`config.mk`:
```
export PLATFORM = sky130hd
export DESIGN_NAME = input_hub_top
export DESIGN_NICKNAME = d
export VERILOG_FILES = /design/src/source/spi_cmd_pkg.sv /design/src/source/input_event_pkg.sv /design/src/source/spi_cmd_receiver.sv /design/src/source/scancode_queue.sv /design/src/source/mouse_accumulator.sv /design/src/source/input_hub_top.sv
export SDC_FILE = /design/constraint.sdc
export NUM_CORES = 1
export LEC_CHECK = 0
export BUFFER_PORTS_ARGS = -buffer_cell sky130_fd_sc_hd__buf_4
export CAP_MARGIN = 5
export CORE_MARGIN = 1
export CORE_UTILIZATION = 23
export DETAILED_ROUTE_END_ITERATION = 10
export PLACE_DENSITY = 0.37
export SLEW_MARGIN = 20
export SYNTH_ARGS = -nofsm -noshare
export SYNTH_HDL_FRONTEND = slang
export SYNTH_SLANG_ARGS = --single-unit
```
`constraint.sdc`:
```
create_clock -name SPI_CLK -period 7.5 [get_ports SPI_CLK]
set_input_delay 1.5 -clock SPI_CLK [delete_from_list [all_inputs] [get_ports SPI_CLK]]
set_output_delay 1.5 -clock SPI_CLK [all_outputs]
set_load 0.02 [all_outputs]
```
`src/source/spi_cmd_pkg.sv`:
```
package spi_cmd_pkg;

	// ------------------------------
	// command byte values
	// ------------------------------

	localparam logic [7:0] cmd_buttons  = 8'd1;
	localparam logic [7:0] cmd_joy0     = 8'd2;
	localparam logic [7:0] cmd_joy1     = 8'd3;
	localparam logic [7:0] cmd_mouse    = 8'd4;
	localparam logic [7:0] cmd_keyboard = 8'd5;
	localparam logic [7:0] cmd_osd      = 8'd6;

	// ------------------------------
	// core identification
	// ------------------------------

	// shifted out on miso while the command byte comes in
	localparam logic [7:0] core_type_value = 8'ha5;

	// ------------------------------
	// bit counter marks
	// ------------------------------

	// each mark is the count value while the last bit of that byte is sampled
	localparam logic [5:0] bit_cmd_end   = 6'd7;
	localparam logic [5:0] bit_byte1_end = 6'd15;
	localparam logic [5:0] bit_byte2_end = 6'd23;
	localparam logic [5:0] bit_byte3_end = 6'd31;

endpackage

```
`src/source/input_event_pkg.sv`:
```
package input_event_pkg;

	// ------------------------------
	// event type codes
	// ------------------------------

	localparam logic [1:0] evt_mouse_x  = 2'b00;
	localparam logic [1:0] evt_mouse_y  = 2'b01;
	localparam logic [1:0] evt_keyboard = 2'b10;
	localparam logic [1:0] evt_osd      = 2'b11;

	// ------------------------------
	// consumer sizes
	// ------------------------------

	localparam int queue_depth = 8;
	localparam int queue_ptr_w = 3;

	localparam int motion_w = 10;

	// the motion sums saturate at -512 and +511 with ten bits
	localparam logic signed [motion_w-1:0] motion_max = (2 ** (motion_w - 1)) - 1;
	localparam logic signed [motion_w-1:0] motion_min = -(2 ** (motion_w - 1));

	// the same payload byte is a key code for the queue and a motion step for the mouse
	typedef union packed {
		logic [7:0]        scancode;
		logic signed [7:0] delta;
	} event_byte_t;

endpackage

```
`src/source/spi_cmd_receiver.sv`:
```
`timescale 1ns/1ps

module spi_cmd_receiver
	import spi_cmd_pkg::*;
	import input_event_pkg::*;
(
	input  logic        SPI_CLK,
	input  logic        rst_n,
	input  logic        spi_ss_io,
	input  logic        spi_mosi,
	output logic        spi_miso,
	output logic [5:0]  joy0,
	output logic [5:0]  joy1,
	output logic [1:0]  buttons,
	output logic [1:0]  switches,
	output logic [2:0]  mouse_buttons,
	output logic        evt_strobe,
	output logic [1:0]  evt_type,
	output event_byte_t evt_byte
);

	logic [6:0] sbuf;
	logic [7:0] cmd;
	logic [5:0] cnt;
	logic [7:0] rx_byte;

	// the byte completes with the bit on mosi right now
	assign rx_byte = {sbuf, spi_mosi};

	// ------------------------------
	// core type out on miso
	// ------------------------------

	// updated on the falling edge so the master samples a stable bit on the rising one
	always_ff @(negedge SPI_CLK or negedge rst_n) begin
		if (!rst_n) begin
			spi_miso <= 1'b0;
		end else if (cnt <= bit_cmd_end) begin
			spi_miso <= core_type_value[3'd7 - cnt[2:0]];
		end
	end

	// ------------------------------
	// shift, count and decode
	// ------------------------------

	always_ff @(posedge SPI_CLK or negedge rst_n) begin
		if (!rst_n) begin
			sbuf          <= '0;
			cmd           <= '0;
			cnt           <= '0;
			joy0          <= '0;
			joy1          <= '0;
			buttons       <= '0;
			switches      <= '0;
			mouse_buttons <= '0;
			evt_strobe    <= 1'b0;
			evt_type      <= evt_mouse_x;
			evt_byte      <= '0;
		end else begin
			evt_strobe <= 1'b0;

			if (spi_ss_io) begin
				cnt <= '0;
			end else begin
				sbuf <= rx_byte[6:0];

				// stop at 63 so an overlong transaction cannot wrap into the marks again
				if (cnt != 6'd63) begin
					cnt <= cnt + 6'd1;
				end

				if (cnt == bit_cmd_end) begin
					cmd <= rx_byte;
				end

				if (cnt == bit_byte1_end) begin
					case (cmd)
						cmd_buttons: begin
							buttons  <= rx_byte[1:0];
							switches <= rx_byte[3:2];
						end
						cmd_joy0: begin
							joy0 <= rx_byte[5:0];
						end
						cmd_joy1: begin
							joy1 <= rx_byte[5:0];
						end
						cmd_mouse: begin
							evt_strobe <= 1'b1;
							evt_type   <= evt_mouse_x;
							evt_byte   <= event_byte_t'(rx_byte);
						end
						cmd_keyboard: begin
							evt_strobe <= 1'b1;
							evt_type   <= evt_keyboard;
							evt_byte   <= event_byte_t'(rx_byte);
						end
						cmd_osd: begin
							evt_strobe <= 1'b1;
							evt_type   <= evt_osd;
							evt_byte   <= event_byte_t'(rx_byte);
						end
						default: begin
						end
					endcase
				end

				// mouse packets carry y and then the buttons after the x byte
				if (cmd == cmd_mouse && cnt == bit_byte2_end) begin
					evt_strobe <= 1'b1;
					evt_type   <= evt_mouse_y;
					evt_byte   <= event_byte_t'(rx_byte);
				end

				if (cmd == cmd_mouse && cnt == bit_byte3_end) begin
					mouse_buttons <= rx_byte[2:0];
				end
			end
		end
	end

	// the byte marks are eight bits apart, so the consumers never see back to back events
	assert property (@(posedge SPI_CLK) disable iff (!rst_n)
		evt_strobe |=> !evt_strobe);

endmodule

```
`src/source/scancode_queue.sv`:
```
`timescale 1ns/1ps

module scancode_queue
	import input_event_pkg::*;
(
	input  logic        SPI_CLK,
	input  logic        rst_n,
	input  logic        evt_strobe,
	input  logic [1:0]  evt_type,
	input  event_byte_t evt_byte,
	input  logic        kbd_rd,
	output logic [7:0]  kbd_code,
	output logic        kbd_osd,
	output logic        kbd_empty,
	output logic        kbd_overflow
);

	// each entry is the osd flag above the scancode
	logic [8:0]             entry_mem [queue_depth];
	logic [queue_ptr_w-1:0] wr_ptr;
	logic [queue_ptr_w-1:0] rd_ptr;
	logic [queue_ptr_w:0]   count;
	logic                   is_code;
	logic                   full;
	logic                   push;
	logic                   pop;

	// mouse events share the strobe but never enter the queue
	assign is_code = (evt_type == evt_keyboard) || (evt_type == evt_osd);
	assign full    = count == (queue_ptr_w + 1)'(queue_depth);
	assign push    = evt_strobe && is_code && !full;
	assign pop     = kbd_rd && !kbd_empty;

	assign kbd_empty = count == '0;
	assign kbd_code  = entry_mem[rd_ptr][7:0];
	assign kbd_osd   = entry_mem[rd_ptr][8];

	always_ff @(posedge SPI_CLK or negedge rst_n) begin
		if (!rst_n) begin
			for (int i = 0; i < queue_depth; i++) begin
				entry_mem[i] <= '0;
			end
			wr_ptr       <= '0;
			rd_ptr       <= '0;
			count        <= '0;
			kbd_overflow <= 1'b0;
		end else begin
			if (push) begin
				entry_mem[wr_ptr] <= {evt_type == evt_osd, evt_byte.scancode};
				wr_ptr            <= wr_ptr + 1'b1;
			end
			if (pop) begin
				rd_ptr <= rd_ptr + 1'b1;
			end
			if (push && !pop) begin
				count <= count + 1'b1;
			end else if (pop && !push) begin
				count <= count - 1'b1;
			end
			// a code arriving while full is lost, and the core finds out here
			if (evt_strobe && is_code && full) begin
				kbd_overflow <= 1'b1;
			end
		end
	end

	assert property (@(posedge SPI_CLK) disable iff (!rst_n)
		count <= (queue_ptr_w + 1)'(queue_depth));

	// the core only reads while it sees an entry at the head
	assert property (@(posedge SPI_CLK) disable iff (!rst_n)
		kbd_rd |-> !kbd_empty);

endmodule

```
`src/source/mouse_accumulator.sv`:
```
`timescale 1ns/1ps

module mouse_accumulator
	import input_event_pkg::*;
(
	input  logic                       SPI_CLK,
	input  logic                       rst_n,
	input  logic                       evt_strobe,
	input  logic [1:0]                 evt_type,
	input  event_byte_t                evt_byte,
	input  logic                       mouse_rd,
	output logic signed [motion_w-1:0] mouse_x,
	output logic signed [motion_w-1:0] mouse_y
);

	logic signed [motion_w-1:0] delta_ext;
	logic                       x_hit;
	logic                       y_hit;

	function automatic logic signed [motion_w-1:0] sat_add(
		input logic signed [motion_w-1:0] acc,
		input logic signed [motion_w-1:0] step
	);
		logic signed [motion_w:0] sum;
		sum = {acc[motion_w-1], acc} + {step[motion_w-1], step};
		if (sum > motion_max) begin
			return motion_max;
		end else if (sum < motion_min) begin
			return motion_min;
		end
		return sum[motion_w-1:0];
	endfunction

	assign delta_ext = {{(motion_w - 8){evt_byte.delta[7]}}, evt_byte.delta};
	assign x_hit     = evt_strobe && (evt_type == evt_mouse_x);
	assign y_hit     = evt_strobe && (evt_type == evt_mouse_y);

	always_ff @(posedge SPI_CLK or negedge rst_n) begin
		if (!rst_n) begin
			mouse_x <= '0;
			mouse_y <= '0;
		end else if (mouse_rd) begin
			// motion arriving with the read starts the next sum
			mouse_x <= x_hit ? delta_ext : '0;
			mouse_y <= y_hit ? delta_ext : '0;
		end else begin
			if (x_hit) begin
				mouse_x <= sat_add(mouse_x, delta_ext);
			end
			if (y_hit) begin
				mouse_y <= sat_add(mouse_y, delta_ext);
			end
		end
	end

	// a step never moves a sum against its own sign, so the sums clamp and never wrap
	assert property (@(posedge SPI_CLK) disable iff (!rst_n)
		(x_hit && !mouse_rd) |=> ($past(delta_ext) >= 0) == (mouse_x >= $past(mouse_x)) ||
			mouse_x == $past(mouse_x));
	assert property (@(posedge SPI_CLK) disable iff (!rst_n)
		(y_hit && !mouse_rd) |=> ($past(delta_ext) >= 0) == (mouse_y >= $past(mouse_y)) ||
			mouse_y == $past(mouse_y));

endmodule

```
`src/source/input_hub_top.sv`:
```
`timescale 1ns/1ps

module input_hub_top
	import input_event_pkg::*;
(
	input  logic                       SPI_CLK,
	input  logic                       rst_n,
	input  logic                       spi_ss_io,
	input  logic                       spi_mosi,
	output logic                       spi_miso,
	output logic [5:0]                 joy0,
	output logic [5:0]                 joy1,
	output logic [1:0]                 buttons,
	output logic [1:0]                 switches,
	output logic [2:0]                 mouse_buttons,
	input  logic                       kbd_rd,
	output logic [7:0]                 kbd_code,
	output logic                       kbd_osd,
	output logic                       kbd_empty,
	output logic                       kbd_overflow,
	input  logic                       mouse_rd,
	output logic signed [motion_w-1:0] mouse_x,
	output logic signed [motion_w-1:0] mouse_y
);

	// event bus from the receiver, shared by both consumers
	logic        evt_strobe;
	logic [1:0]  evt_type;
	event_byte_t evt_byte;

	spi_cmd_receiver receiver_i (
		.SPI_CLK       (SPI_CLK),
		.rst_n         (rst_n),
		.spi_ss_io     (spi_ss_io),
		.spi_mosi      (spi_mosi),
		.spi_miso      (spi_miso),
		.joy0          (joy0),
		.joy1          (joy1),
		.buttons       (buttons),
		.switches      (switches),
		.mouse_buttons (mouse_buttons),
		.evt_strobe    (evt_strobe),
		.evt_type      (evt_type),
		.evt_byte      (evt_byte)
	);

	scancode_queue queue_i (
		.SPI_CLK      (SPI_CLK),
		.rst_n        (rst_n),
		.evt_strobe   (evt_strobe),
		.evt_type     (evt_type),
		.evt_byte     (evt_byte),
		.kbd_rd       (kbd_rd),
		.kbd_code     (kbd_code),
		.kbd_osd      (kbd_osd),
		.kbd_empty    (kbd_empty),
		.kbd_overflow (kbd_overflow)
	);

	mouse_accumulator mouse_i (
		.SPI_CLK    (SPI_CLK),
		.rst_n      (rst_n),
		.evt_strobe (evt_strobe),
		.evt_type   (evt_type),
		.evt_byte   (evt_byte),
		.mouse_rd   (mouse_rd),
		.mouse_x    (mouse_x),
		.mouse_y    (mouse_y)
	);

endmodule

```
* Yosys cells after proc, flatten, opt, wreduce, memory -nomap -nowiden
Memories as Yosys holds them, arrays and structs flattened. A register that Yosys moved wholly into a read port is not among the register bits.
Cells that the tools add are included.
W data, S select, Z words.
** Cells by class
- $add $sub $neg :: 8
- Magnitude comparators :: 8
- Eq/ne operators :: 15
- Multiplexer cells :: 40
- Bitwise operators :: 3
- Reduce and logical (&&, ||, !) cells :: 34
** Operators by type and width (count)
- $mux W10 :: 12
- $bwmux W72 :: 1
- $bmux W9 S3 :: 1
- $demux W9 S3 :: 1
- $mux W9 :: 3
- $eq A8 B3 Y1 const B :: 3
- $mux W8 :: 3
- $add A10 B8 Y11 :: 2
- $gt A11 B10 Y1 const B :: 2
- $lt A11 B10 Y1 const B :: 2
- $eq A8 B2 Y1 const B :: 2
- $reduce_and A3 Y1 :: 5
- $eq A6 B5 Y1 const B :: 2
- $mux W1 :: 12
- $mux W6 :: 2
- $reduce_bool A2 Y1 :: 6
- $logic_and A1 B1 Y1 :: 11
- $eq A8 B1 Y1 const B :: 1
- $ge A4 B4 Y1 const B :: 2
- $mux W4 :: 2
- $not A3 Y4 :: 2
- $add A3 B1 Y3 const B :: 2
- $add A6 B1 Y6 const B :: 1
- $eq A6 B3 Y1 const B :: 1
- other kinds (20) :: 27
** Storage, ports and cells
- Register bits :: 154
- Memory bits (read-only) :: 8
- Bits of input ports :: 6
- Output and inout port bits :: 51
- Word-level logic and storage cells :: 134
- Memories :: 1
** Memories
- (no name shown) :: depth 8, width 1, rd ports 1, clocked after memory_dff 1, write ports 0, RTL line spi_cmd_receiver.sv:39 : spi_miso <= core_type_value[3'd7 - cnt[2:0]];

* Logic depth before layout (Yosys ltp)
- Word-level depth :: 9
- Mapped depth :: 11
- Depth with buffers taken out :: 10

* By module
From an unflattened synthesis, not the netlist that was laid out.
** Unflattened totals
- Cell total of the unflattened synthesis :: 641
- Area, all modules :: 8157.8 µm²
** By module, submodules not included
- scancode_queue :: instances 1, cells each 245, area an instance 3963.8 µm², seq. area each 2077.0 µm²
- spi_cmd_receiver :: instances 1, cells each 152, area an instance 2189.6 µm², seq. area each 1301.2 µm²
- mouse_accumulator :: instances 1, cells each 244, area an instance 2004.4 µm², seq. area each 500.5 µm²

==> metrics.cfg <==
[outcome]
outcome = complete, no violations

[layout]
areaGrowthSynthToFinish_pct = 19.3
final_cell_mix = dfrtp_1, mux2_2, buf_4, nand2_1, nor2_1
final_common_cell = dfrtp_1
diodes = 0
num-nets-final = 732
stdcell_area_um2 = 9350
layout-drive-gt1-share = 0.330

[critical_path]
critPathLaunchType = register
critPathBufInv = 1
slowest_delay_ns = 0.42
cp_slowest_cell = dfrtn_1
crit_path_max_fanout = 2
crit_family = flip-flops
path_cells = buf_4
cp_data_required_time_ns = 6.00
critPathCaptureType = output pin
critPathKind = reg2out
cp.arrival_ns = 4.71

[grt]
grt_usage = 0.121
grt_pass1_wl_mm = 32.5
antenna_found_initial = 0
grt.overflow.total = 0
grt_pass1_vias = 5539
grt_max_degree = 75

[clock_tree]
max-clock-path-buffers = 2
clock_latency_ns = 0.43
cts_root_buffer = clkbuf_16
numCtsBuffers = 17
cts_setup_buffers = 0
cts_tree = done
clk_pin_slew_worst_paths_ns = 0.07
cts.sinks = 155
cts.repair.resized = 0
hold_buffers = 0
htreeDepth = 4

[floorplan]
io_pins = 57
dieArea_um2 = 34800
die_y_um = 187
start_util = 0.234
fp.dieW_um = 187
rows = 67
coreArea_um2 = 33500

[logic_synthesis]
ys_ff_latch = 155
synth_edf_count = 0
ys_types = 67
synth_xor_area_frac = 0.0246
synth_fa_ha_area_frac = 0.0506
yosys_warnings = 0
synth_area_leaders = dfrtp_1, mux2_2, mux4_2, ha_1, nand2_1
syn_inst = 650
synth_nets = 685
synth-compound-area-share = 0.0883
synth_area_um2 = 7840
synth_ff_type = dfrtp_1
synth_top_family_by_area = multiplexers
synth_simple_gate_area_frac = 0.103
async_flop_share = 1.00
yosysTopAreaCell = dfrtp_1
muxShareOfSynthArea = 0.215
syn_area_per_cell_um2 = 12.1
yosysTopAreaCellShare = 0.492
seq_area_frac_synth = 0.495

[placed_design]
port_buffers = 56
place_area_um2 = 8750
gp_congestion = 0.761
dp_hpwl_mm = 13.8

[sta]
tightest_slew_ns = 1.05
skew_ns = 0.0251
hold_viol_final = 0
holdWs_ns = 0.472
tns_ns = 0
rsz0062_at_grt = no
drv_slew = 0
setup_viol = 0
relSlewSlack = 0.294

[route]
dr.pass1.iters = 4
routed_via_density = 4.54
drc = 0
ant_nets = 0
via_count = 5257
totalWireLength_mm = 19.9
wl_per_cell_um = 17.2
drtIter0Drc = 213

[job]
drv_cap = 0

[power]
total_leakage_power_uw = 0.00441
p_per_area_nw_per_um2 = 217
finalPower_uw = 2030
peakVddDrop_mv = 0.157

[hold_path]
hp-class = reg2reg

[sequential cells by signal, summed over array words and instances (netlist names)]
register	cells
queue_i.kbd_overflow	1
queue_i.rd_ptr	3
receiver_i.joy0	6
receiver_i.joy1	6
receiver_i.spi_miso	1
receiver_i.evt_byte	8
receiver_i.evt_strobe	1
receiver_i.buttons	2
receiver_i.sbuf	7
queue_i.count	4
receiver_i.cmd	8
receiver_i.mouse_buttons	3
queue_i.entry_mem	72
receiver_i.switches	2
mouse_i.mouse_x	10
queue_i.wr_ptr	3
mouse_i.mouse_y	10
receiver_i.cnt	6
receiver_i.evt_type	2
[through the flow]
step	util	setup WS, ns	instances
finish	0.279	1.29	1158
detailed placement	0.261	1.71	1125
global route	0.279	1.22	1158
CTS	0.278	1.27	1157
floorplan	-	1.77	650
global placement	0.261	1.70	1125
[final timing paths]
| check | start | end | slack, ns | cells after the start |
|---|---|---|---|---|
| max reg2reg | receiver_i.cnt[3] | receiver_i.spi_miso | 2.46 | 2 |
| min in group asynchronous | rst_n | queue_i.entry_mem[15] | 0.98 | 1 |
| max in group asynchronous | rst_n | receiver_i.spi_miso | 2.52 | 1 |
| min reg2reg | queue_i.kbd_overflow | queue_i.kbd_overflow | 0.47 | 1 |
| min | queue_i.kbd_overflow | queue_i.kbd_overflow | 0.47 | 1 |
| max | receiver_i.spi_miso | spi_miso | 1.29 | 1 |
[cells in the mapped netlist (6+ instances only)]
library cell,instances
o21ai_0,26
mux2_2,111
nand3_1,7
nand2_1,57
ha_1,26
a21o_1,6
nor2_1,38
xor2_1,6
inv_1,15
nor3_1,12
mux4_2,18
and3_1,8
clkbuf_1,31
dfrtp_1,154
nand2b_1,10
xnor2_1,16
a21oi_1,11
[layout make-up]
class / instances / area (µm²)
inverters: 16 / 60.1
clock buffers: 17 / 425
flip-flops and latches: 155 / 3880
well taps: 448 / 561
repair buffers: 61 / 474
fillers: 3462 / 24200
clock inverters: 15 / 155
multi-input cells: 446 / 3800
[kinds of logic after synthesis]
| family | Yosys count |
|---|---|
| AND/OR/NAND/NOR | 164 |
| adder cells (fa/ha/maj) | 30 |
| flip-flops | 155 |
| multiplexers | 132 |
| buffers and inverters | 49 |
| AO/OA/AOI/OAI | 98 |
| XOR/XNOR | 22 |
[power breakdown]
part | switching, µW | internal, µW
logic | 103 | 108
clock network | 389 | 470
registers | 85.1 | 870
[routing by layer]
layer / part of all wire / vias up / GRT usage
li1: - / 2470 / -
met1: 0.48 / 2687 / 0.161
met2: 0.48 / 85 / 0.197
met3: 0.034 / 15 / 0.0252
met4: 0.011 / 0 / 0.0334
met5: 0 / - / 0
Note: power is estimated with default switching activity, not from simulation.
